`config.mk`:
```
export PLATFORM = sky130hd
export DESIGN_NAME = dsp_cluster
export DESIGN_NICKNAME = d
export VERILOG_FILES = /design/src/design/dsp_pkg.sv /design/src/design/arb_rr.sv /design/src/design/dsp_cluster.sv /design/src/design/dsp_engine.sv /design/src/design/dsp_mac_lane.sv /design/src/design/dsp_nic.sv /design/src/design/dsp_result_join.sv
export SDC_FILE = /design/constraint.sdc
export NUM_CORES = 2
export LEC_CHECK = 0
export BUFFER_PORTS_ARGS = -buffer_cell sky130_fd_sc_hd__buf_2
export CELL_PAD_IN_SITES_DETAIL_PLACEMENT = 1
export CELL_PAD_IN_SITES_GLOBAL_PLACEMENT = 1
export CORE_UTILIZATION = 25
export CTS_CLUSTER_SIZE = 16
export DETAILED_ROUTE_END_ITERATION = 10
export PLACE_DENSITY_LB_ADDON = 0.1
export REMOVE_ABC_BUFFERS = 1
export SLEW_MARGIN = 20
export SYNTH_ARGS = -nofsm -noshare
export SYNTH_HDL_FRONTEND = slang
export SYNTH_SLANG_ARGS = --single-unit
```
`constraint.sdc`:
```
create_clock -name clk -period 24.2 [get_ports clk]
set_clock_uncertainty 0.05 [all_clocks]
set_input_delay 1.21 -clock clk [delete_from_list [all_inputs] [get_ports clk]]
set_output_delay 1.21 -clock clk [all_outputs]
set_load 0.03 [all_outputs]
```
`src/design/dsp_pkg.sv`:
```
/* Shared widths, opcode encoding and the operand and result bundles
   exchanged between clients, interconnect and MAC engine */

`default_nettype none

package dsp_pkg;

    //////////////////////////////////////////////////////////////////////
    // Widths
    //////////////////////////////////////////////////////////////////////

    // Opcode field
    localparam int op_w = 8;
    // Multiplier operands a and b
    localparam int a_w = 18;
    // Accumulator input c and results
    localparam int p_w = 48;

    //////////////////////////////////////////////////////////////////////
    // Opcodes
    //////////////////////////////////////////////////////////////////////

    // Codes outside this set produce a zero result
    typedef enum logic [op_w-1:0] {
        op_mul    = 8'h01,
        op_madd   = 8'h02,
        op_msub   = 8'h03,
        op_pass_c = 8'h04
    } dsp_opcode_e;

    //////////////////////////////////////////////////////////////////////
    // Bundles
    //////////////////////////////////////////////////////////////////////

    // Operands of a single lane
    typedef struct packed {
        logic [a_w-1:0] a;
        logic [a_w-1:0] b;
        logic [p_w-1:0] c;
    } dsp_lane_in_t;

    // Full request as issued by a client
    typedef struct packed {
        dsp_opcode_e  op;
        dsp_lane_in_t left;
        dsp_lane_in_t right;
    } dsp_operands_t;

    typedef struct packed {
        logic [p_w-1:0] pl;
        logic [p_w-1:0] pr;
    } dsp_result_t;

endpackage

`default_nettype wire

```
`src/design/arb_rr.sv`:
```
/* Round-robin arbiter with a grant locked from issue until done */

`default_nettype none

module arb_rr #(
    parameter int clients_n = 2
) (
    input  wire logic                 clk,
    input  wire logic                 arst_n,
    input  wire logic [clients_n-1:0] req,
    input  wire logic                 done,
    output logic      [clients_n-1:0] gnt
);

    localparam int idx_w = (clients_n > 1) ? $clog2(clients_n) : 1;

    logic             locked_q;
    logic [idx_w-1:0] cur_q;
    logic [idx_w-1:0] ptr_q;
    logic [idx_w-1:0] pick_idx;
    logic             pick_any;

    // First requester after the last one served
    always_comb begin
        int idx;
        pick_idx = ptr_q;
        pick_any = 1'b0;
        for (int k = 1; k <= clients_n; k++) begin
            idx = int'(ptr_q) + k;
            if (idx >= clients_n) begin
                idx = idx - clients_n;
            end
            if (!pick_any && req[idx]) begin
                pick_any = 1'b1;
                pick_idx = idx_w'(idx);
            end
        end
    end

    // Unlocked grant follows the pick so an idle engine can accept at once
    assign gnt = locked_q ? (clients_n'(1) << cur_q)
               : (pick_any ? (clients_n'(1) << pick_idx) : '0);

    always_ff @(posedge clk or negedge arst_n) begin
        if (!arst_n) begin
            locked_q <= 1'b0;
            cur_q    <= '0;
            ptr_q    <= idx_w'(clients_n - 1);
        end else if (!locked_q) begin
            if (pick_any) begin
                locked_q <= 1'b1;
                cur_q    <= pick_idx;
            end
        end else if (done) begin
            locked_q <= 1'b0;
            ptr_q    <= cur_q;
        end
    end

    // Done may only close a transaction that holds exactly one grant
    a_gnt_onehot: assert property (@(posedge clk) disable iff (!arst_n)
        done |-> (locked_q && $onehot(gnt)));

    // A grant once given stays put until the engine reports done
    a_gnt_stable: assert property (@(posedge clk) disable iff (!arst_n)
        (|gnt && !done) |=> (gnt == $past(gnt)));

endmodule

`default_nettype wire

```
`src/design/dsp_cluster.sv`:
```
/* DSP cluster top: client interconnect feeding the shared MAC engine */

`default_nettype none

module dsp_cluster #(
    parameter int clients_n = 2
) (
    input  wire logic                   clk,
    input  wire logic                   arst_n,
    input  wire dsp_pkg::dsp_operands_t client_operands [clients_n],
    input  wire logic [clients_n-1:0]   client_req,
    output dsp_pkg::dsp_result_t        client_result [clients_n],
    output logic [clients_n-1:0]        client_gnt
);

    //////////////////////////////////////////////////////////////////////
    // Interconnect to engine wiring
    //////////////////////////////////////////////////////////////////////

    dsp_pkg::dsp_operands_t dsp_operands;
    logic                   dsp_req;
    dsp_pkg::dsp_result_t   dsp_result;
    logic                   dsp_done;

    dsp_nic #(
        .clients_n (clients_n)
    ) u_nic (
        .clk             (clk),
        .arst_n          (arst_n),
        .client_operands (client_operands),
        .client_req      (client_req),
        .client_result   (client_result),
        .client_gnt      (client_gnt),
        .dsp_operands    (dsp_operands),
        .dsp_req         (dsp_req),
        .dsp_result      (dsp_result),
        .dsp_done        (dsp_done)
    );

    dsp_engine u_engine (
        .clk          (clk),
        .arst_n       (arst_n),
        .dsp_req      (dsp_req),
        .dsp_operands (dsp_operands),
        .dsp_result   (dsp_result),
        .dsp_done     (dsp_done)
    );

endmodule

`default_nettype wire

```
`src/design/dsp_engine.sv`:
```
/* Dual-lane MAC engine with idle/busy control and result join */

`default_nettype none

module dsp_engine (
    input  wire logic                   clk,
    input  wire logic                   arst_n,
    input  wire logic                   dsp_req,
    input  wire dsp_pkg::dsp_operands_t dsp_operands,
    output dsp_pkg::dsp_result_t        dsp_result,
    output logic                        dsp_done
);

    typedef enum logic {
        st_idle,
        st_busy
    } engine_state_e;

    engine_state_e           state_q;
    logic                    start;
    logic [dsp_pkg::p_w-1:0] left_p;
    logic                    left_valid;
    logic [dsp_pkg::p_w-1:0] right_p;
    logic                    right_valid;

    //////////////////////////////////////////////////////////////////////
    // Control
    //////////////////////////////////////////////////////////////////////

    // Lanes capture on the same edge the request is accepted
    assign start = dsp_req && (state_q == st_idle);

    always_ff @(posedge clk or negedge arst_n) begin
        if (!arst_n) begin
            state_q <= st_idle;
        end else if (start) begin
            state_q <= st_busy;
        end else if (dsp_done) begin
            state_q <= st_idle;
        end
    end

    //////////////////////////////////////////////////////////////////////
    // Datapath
    //////////////////////////////////////////////////////////////////////

    dsp_mac_lane u_lane_left (
        .clk      (clk),
        .arst_n   (arst_n),
        .start    (start),
        .op       (dsp_operands.op),
        .operands (dsp_operands.left),
        .p        (left_p),
        .valid    (left_valid)
    );

    dsp_mac_lane u_lane_right (
        .clk      (clk),
        .arst_n   (arst_n),
        .start    (start),
        .op       (dsp_operands.op),
        .operands (dsp_operands.right),
        .p        (right_p),
        .valid    (right_valid)
    );

    dsp_result_join u_join (
        .clk         (clk),
        .arst_n      (arst_n),
        .left_p      (left_p),
        .left_valid  (left_valid),
        .right_p     (right_p),
        .right_valid (right_valid),
        .result      (dsp_result),
        .done        (dsp_done)
    );

    // A launch only finds drained lanes and no pending result
    a_no_start_busy: assert property (@(posedge clk) disable iff (!arst_n)
        start |-> !(left_valid || right_valid || dsp_done));

    // Done arrives exactly three cycles after a launch
    a_done_latency: assert property (@(posedge clk) disable iff (!arst_n)
        start |-> ##3 dsp_done);

endmodule

`default_nettype wire

```
`src/design/dsp_mac_lane.sv`:
```
/* Signed 18x18 multiply-accumulate lane, two register stages */

`default_nettype none

module dsp_mac_lane (
    input  wire logic                  clk,
    input  wire logic                  arst_n,
    input  wire logic                  start,
    input  wire dsp_pkg::dsp_opcode_e  op,
    input  wire dsp_pkg::dsp_lane_in_t operands,
    output logic [dsp_pkg::p_w-1:0]    p,
    output logic                       valid
);

    localparam int prod_w = 2 * dsp_pkg::a_w;

    logic                      s1_valid;
    logic signed [prod_w-1:0]  prod_q;
    logic [dsp_pkg::p_w-1:0]   c_q;
    dsp_pkg::dsp_opcode_e      op_q;
    logic [dsp_pkg::p_w-1:0]   prod_ext;
    logic [dsp_pkg::p_w-1:0]   p_next;

    //////////////////////////////////////////////////////////////////////
    // Stage 1 multiply
    //////////////////////////////////////////////////////////////////////

    always_ff @(posedge clk or negedge arst_n) begin
        if (!arst_n) begin
            s1_valid <= 1'b0;
        end else begin
            s1_valid <= start;
        end
    end

    always_ff @(posedge clk) begin
        if (start) begin
            prod_q <= $signed(operands.a) * $signed(operands.b);
            c_q    <= operands.c;
            op_q   <= op;
        end
    end

    //////////////////////////////////////////////////////////////////////
    // Stage 2 accumulate
    //////////////////////////////////////////////////////////////////////

    assign prod_ext = {{(dsp_pkg::p_w - prod_w){prod_q[prod_w-1]}}, prod_q};

    // Sums wrap at the accumulator width
    always_comb begin
        case (op_q)
            dsp_pkg::op_mul:    p_next = prod_ext;
            dsp_pkg::op_madd:   p_next = c_q + prod_ext;
            dsp_pkg::op_msub:   p_next = c_q - prod_ext;
            dsp_pkg::op_pass_c: p_next = c_q;
            default:            p_next = '0;
        endcase
    end

    always_ff @(posedge clk or negedge arst_n) begin
        if (!arst_n) begin
            valid <= 1'b0;
        end else begin
            valid <= s1_valid;
        end
    end

    always_ff @(posedge clk) begin
        if (s1_valid) begin
            p <= p_next;
        end
    end

endmodule

`default_nettype wire

```
`src/design/dsp_nic.sv`:
```
/* Client interconnect: arbitration, operand mux toward the engine
   and result and grant routing back to the granted client */

`default_nettype none

module dsp_nic #(
    parameter int clients_n = 2
) (
    input  wire logic                   clk,
    input  wire logic                   arst_n,

    // Client side
    input  wire dsp_pkg::dsp_operands_t client_operands [clients_n],
    input  wire logic [clients_n-1:0]   client_req,
    output dsp_pkg::dsp_result_t        client_result [clients_n],
    output logic [clients_n-1:0]        client_gnt,

    // Engine side
    output dsp_pkg::dsp_operands_t      dsp_operands,
    output logic                        dsp_req,
    input  wire dsp_pkg::dsp_result_t   dsp_result,
    input  wire logic                   dsp_done
);

    logic [clients_n-1:0] arb_gnt;

    //////////////////////////////////////////////////////////////////////
    // Arbitration
    //////////////////////////////////////////////////////////////////////

    arb_rr #(
        .clients_n (clients_n)
    ) u_arb (
        .clk    (clk),
        .arst_n (arst_n),
        .req    (client_req),
        .done   (dsp_done),
        .gnt    (arb_gnt)
    );

    // Engine only sees the request of the client that holds the grant
    assign dsp_req = |(client_req & arb_gnt);

    // Grant pulse to the client comes with the engine's done
    assign client_gnt = arb_gnt & {clients_n{dsp_done}};

    //////////////////////////////////////////////////////////////////////
    // Data routing
    //////////////////////////////////////////////////////////////////////

    always_comb begin
        dsp_operands = '0;
        for (int i = 0; i < clients_n; i++) begin
            if (arb_gnt[i]) begin
                dsp_operands = client_operands[i];
            end
        end
    end

    // Results only reach the granted client, others read zero
    always_comb begin
        for (int i = 0; i < clients_n; i++) begin
            if (arb_gnt[i]) begin
                client_result[i] = dsp_result;
            end else begin
                client_result[i] = '0;
            end
        end
    end

endmodule

`default_nettype wire

```
`src/design/dsp_result_join.sv`:
```
/* Merges left and right lane outputs into one result with done */

`default_nettype none

module dsp_result_join (
    input  wire logic                    clk,
    input  wire logic                    arst_n,
    input  wire logic [dsp_pkg::p_w-1:0] left_p,
    input  wire logic                    left_valid,
    input  wire logic [dsp_pkg::p_w-1:0] right_p,
    input  wire logic                    right_valid,
    output dsp_pkg::dsp_result_t         result,
    output logic                         done
);

    logic                 both_valid;
    dsp_pkg::dsp_result_t result_q;

    assign both_valid = left_valid & right_valid;

    // Done is a single-cycle pulse
    always_ff @(posedge clk or negedge arst_n) begin
        if (!arst_n) begin
            done <= 1'b0;
        end else begin
            done <= both_valid;
        end
    end

    always_ff @(posedge clk) begin
        if (both_valid) begin
            result_q.pl <= left_p;
            result_q.pr <= right_p;
        end
    end

    assign result = result_q;

    // Both lanes are launched together and must finish together
    a_lanes_aligned: assert property (@(posedge clk) disable iff (!arst_n)
        left_valid == right_valid);

endmodule

`default_nettype wire

```
==> impl_summary.log <==
[metrics] status: completed
[metrics] crit-path max FO: 59
[metrics] initial standard-cell utilization of the core: 25.2%
[metrics] element type at the critical path start: input pin
[metrics] synthesized instance count: 4724
[metrics] hpwl dp: 138000 um
[metrics] post-detailed-route wirelength per cell: 22.2 um
[metrics] Final nets: 6498
[metrics] die area: 186000 um^2
[metrics] floorplan die width: 431 um
[metrics] met3 WL post-DR: 3840 um
[metrics] number of DRC markers in iteration 0: 1715
[metrics] topmost layer with routed signal wires: met4
[metrics] clock slew seen by the registers of the worst setup and hold paths: 0.07 ns
[metrics] number of max-slew violations in the final report: 0
[metrics] arrival time of the worst setup path: 9.89 ns
[metrics] WL met1: 85900 um
[metrics] drt pass-1 iters: 5
[metrics] clock insertion delay at the later pin of the skew report: 0.59 ns
[metrics] summed instance area of the synthesized netlist: 46100 um^2
[metrics] number of inserted filler cells in the final layout: 21195
[metrics] count of buffers from port buffering: 549
[metrics] number of instances resized during post-cts repair: 0
[metrics] maximum number of pins on one net before global-route repair: 120
[metrics] Placeable Area: 183000 um^2
[metrics] total routing resource utilization after global routing: 18.2%
[metrics] Clock Tree Buf Depth: 3
[metrics] num rows: 157
[metrics] initial antenna violation count: 7
[metrics] TritonCTS Sinks: 375
[metrics] worst-path cell with the longest stage delay: sky130_fd_sc_hd__buf_4
[metrics] Synth top area share: 28.7%
[metrics] Slew HR: 25.6%
[metrics] main flop type after synthesis: sky130_fd_sc_hd__edfxtp_1
[metrics] overall overflow remaining after global route: 0
[metrics] TritonCTS buffer count: 42
[metrics] FF+latch count, synth: 375
[metrics] first-pass GRT wire length: 255000 um
[metrics] delay contributed by the slowest stage of the critical path: 0.59 ns
[metrics] Async S/R FF share, synth: 1.87%
[metrics] proportion of synthesized chip area in sequential cells: 24.4%
[metrics] EDFF count, synth: 368
[metrics] final critical-path share of the clock period: 39.8%
[metrics] post-DR vias/cell: 4.59
[metrics] deepest level of the CTS H-tree: 2
[metrics] DRC viols: 0
[metrics] unrepaired setup endpoints after global routing: no
[metrics] top-level I/O count: 550
[metrics] wire length on met2: 78000 um
[metrics] antenna viol nets, final: 0
[metrics] Setup Viol. Count Final: 0
[metrics] max-cap viol count: 0
[metrics] Synth area leaders: sky130_fd_sc_hd__fa_1 29%, sky130_fd_sc_hd__edfxtp_1 24%, sky130_fd_sc_hd__ha_1 7.7%, sky130_fd_sc_hd__inv_1 6.1%, sky130_fd_sc_hd__nor2_1 3.7%
[metrics] Fmax: 0.104 GHz
[metrics] buffer count from post-CTS setup fixing: 0
[metrics] largest area contributor in the synthesized netlist: sky130_fd_sc_hd__fa_1
[metrics] kind of capture point of the worst setup path: flop
[metrics] y dimension of the die: 431 um
[metrics] Clock Tree Root: sky130_fd_sc_hd__clkbuf_16
[metrics] total detailed-routing wirelength: 171000 um
[metrics] Tightest Hold Check Type: reg2reg
[metrics] CTS Hold Bufs: 0
[metrics] count of different cell masters after synthesis: 84
[metrics] total number of vias: 35283
[metrics] crit-path most repeated cell: sky130_fd_sc_hd__inv_1
[metrics] worst slew pin tran: 1.12 ns
[metrics] clock period minus worst slack: 9.63 ns
[metrics] warning count from the yosys run: 0
[metrics] vias in the first global route: 38458
[metrics] fraction of layout cells with a size suffix above 1: 14.2%
[metrics] setup total negative slack: 0 ns
[metrics] routability congestion estimate: 0.835
[metrics] hold violation total from the final report: 0
[metrics] CP required: 24.46 ns
[metrics] Area growth, synth to finish: 15.6%
[metrics] CTS tree: built
[metrics] critical path start-end classification: in2reg
[metrics] mean cell area of the mapped netlist: 9.75 um^2
-- per-layer routing --
metal	global-route usage, %	up-vias
met5	0	-
met4	3.47	0
met3	1.05	119
met2	29.8	516
met1	26.4	18060
li1	-	16588
-- path summary, 6_finish.rpt --
kind,from,end,slack [ns],depth (start not counted)
max,client_req[1],u_engine.u_lane_left.prod_q[35]$_DFFE_PP_,14.57,32
min,u_engine.u_lane_right.p[8]$_DFFE_PP_,u_engine.u_join.result[8]$_DFFE_PP_,0.36,0
max reg2reg,u_nic.u_arb.locked_q$_DFF_PN0_,u_engine.u_lane_left.prod_q[35]$_DFFE_PP_,14.91,31
min reg2reg,u_engine.u_lane_right.p[8]$_DFFE_PP_,u_engine.u_join.result[8]$_DFFE_PP_,0.36,0
max in group asynchronous,arst_n,u_nic.u_arb.ptr_q$_DFFE_PN1P_,23.45,1
min in group asynchronous,arst_n,u_engine.u_lane_left.s1_valid$_DFF_PN0_,0.41,1
-- final cells by class --
| class | count | area (um^2) | share of cell area [%] |
|---|---|---|---|
| Antenna cell | 2 | 5.00 | 0.00939 |
| Clock buffer | 49 | 1110 | 2.08 |
| Clock inverter | 24 | 303 | 0.568 |
| Inverter | 754 | 2830 | 5.31 |
| Multi-Input combinational cell | 3393 | 31300 | 58.8 |
| Sequential cell | 375 | 11200 | 21.1 |
| Tap cell | 2464 | 3080 | 5.79 |
| Timing Repair Buffer | 634 | 3410 | 6.40 |
-- stage by stage --
step | worst slack (ns) | area (um^2) | instances | hold WS (ns) | utilization, %
after floorplan | 9.61 | 45300 | 4522 | 0.350 | -
after global placement | 14.08 | 51800 | 7617 | 0.351 | 28.3
after detailed placement | 13.90 | 51900 | 7619 | 0.355 | 28.3
after CTS | 14.53 | 53300 | 7692 | 0.359 | 29.1
after global routing | 13.88 | 53300 | 7694 | 0.370 | 29.1
final | 14.57 | 53300 | 7695 | 0.363 | 29.1
-- sequential cells by signal, indices dropped and copies added (netlist names) --
signal                         count
u_nic.u_arb.ptr_q                  1
u_engine.u_lane_left.valid         1
u_engine.u_lane_right.p           48
u_engine.u_lane_right.c_q         48
u_engine.u_lane_left.prod_q       36
u_engine.u_lane_left.p            48
u_nic.u_arb.cur_q                  1
u_engine.state_q                   1
u_engine.u_join.result            96
u_engine.u_lane_right.prod_q      36
u_engine.u_lane_left.c_q          48
u_nic.u_arb.locked_q               1
u_engine.u_join.done               1
u_engine.u_lane_left.s1_valid      1
u_engine.u_lane_left.op_q          8
-- synth_stat cells, drive strengths merged (7+ instances only) --
| cell type | instances |
|---|---|
| xnor2 | 141 |
| a31oi | 16 |
| a22oi | 136 |
| nor2b | 20 |
| o31a | 7 |
| or2 | 18 |
| nor2 | 458 |
| buf | 16 |
| edfxtp | 368 |
| a211o | 10 |
| or3 | 19 |
| and2 | 209 |
| xor2 | 81 |
| ha | 282 |
| o21ai | 161 |
| inv | 754 |
| a22o | 167 |
| or4 | 7 |
| a21o | 82 |
| o31ai | 25 |
| a211oi | 17 |
| nand3b | 9 |
| o21a | 25 |
| o211ai | 12 |
| nor3 | 39 |
| o21bai | 24 |
| nand2 | 366 |
| clkbuf | 186 |
| nand4 | 19 |
| a21oi | 197 |
| nand2b | 31 |
| mux2i | 16 |
| fa | 660 |
| nand3 | 35 |
| and3 | 19 |
-- worst max-delay path, delay by kind of cell --
kind / cells / cell delay [ns]
compound gates: 7 / 2.07
xor+xnor: 1 / 0.09
fa+ha+maj: 7 / 3.12
buf+inv: 10 / 1.98
simple gates: 7 / 1.35
-- kinds of logic (layout without fill, tap and decap cells) --
group                      Yosys count  count (layout)  synth area share, %
adders and majority gates          942             942                 36.3
DFF                                375             375                 24.4
buffers and inverters              956            1461                 7.79
muxes                               17              17                0.399
xor gates and xnor gates           222             222                 4.22
and+or+nand+nor                   1270            1270                 12.8
other                                0               2                    0
AOI/OAI and AO/OA                  942             942                 14.1
-- cell usage in the layout (no fill, tap or decap), drive strengths merged, types with 12 or more instances in the layout --
cell type	instances
o21ai	161
buf	634
a31oi	16
nand2	366
xnor2	141
fa	660
a21o	82
inv	758
xor2	81
edfxtp	368
nand3	35
a22o	167
clkbuf	49
nor2b	20
nand2b	31
nand4	19
nor3	39
o211ai	12
o21a	25
o21bai	24
a21oi	197
or3	19
mux2i	16
ha	282
and2	209
o31ai	25
or2	18
a211oi	17
a22oi	136
and3	19
nor2	458
Power is not shown: default switching activity piles up to over one toggle a cycle in this logic, so the estimate is an artifact.
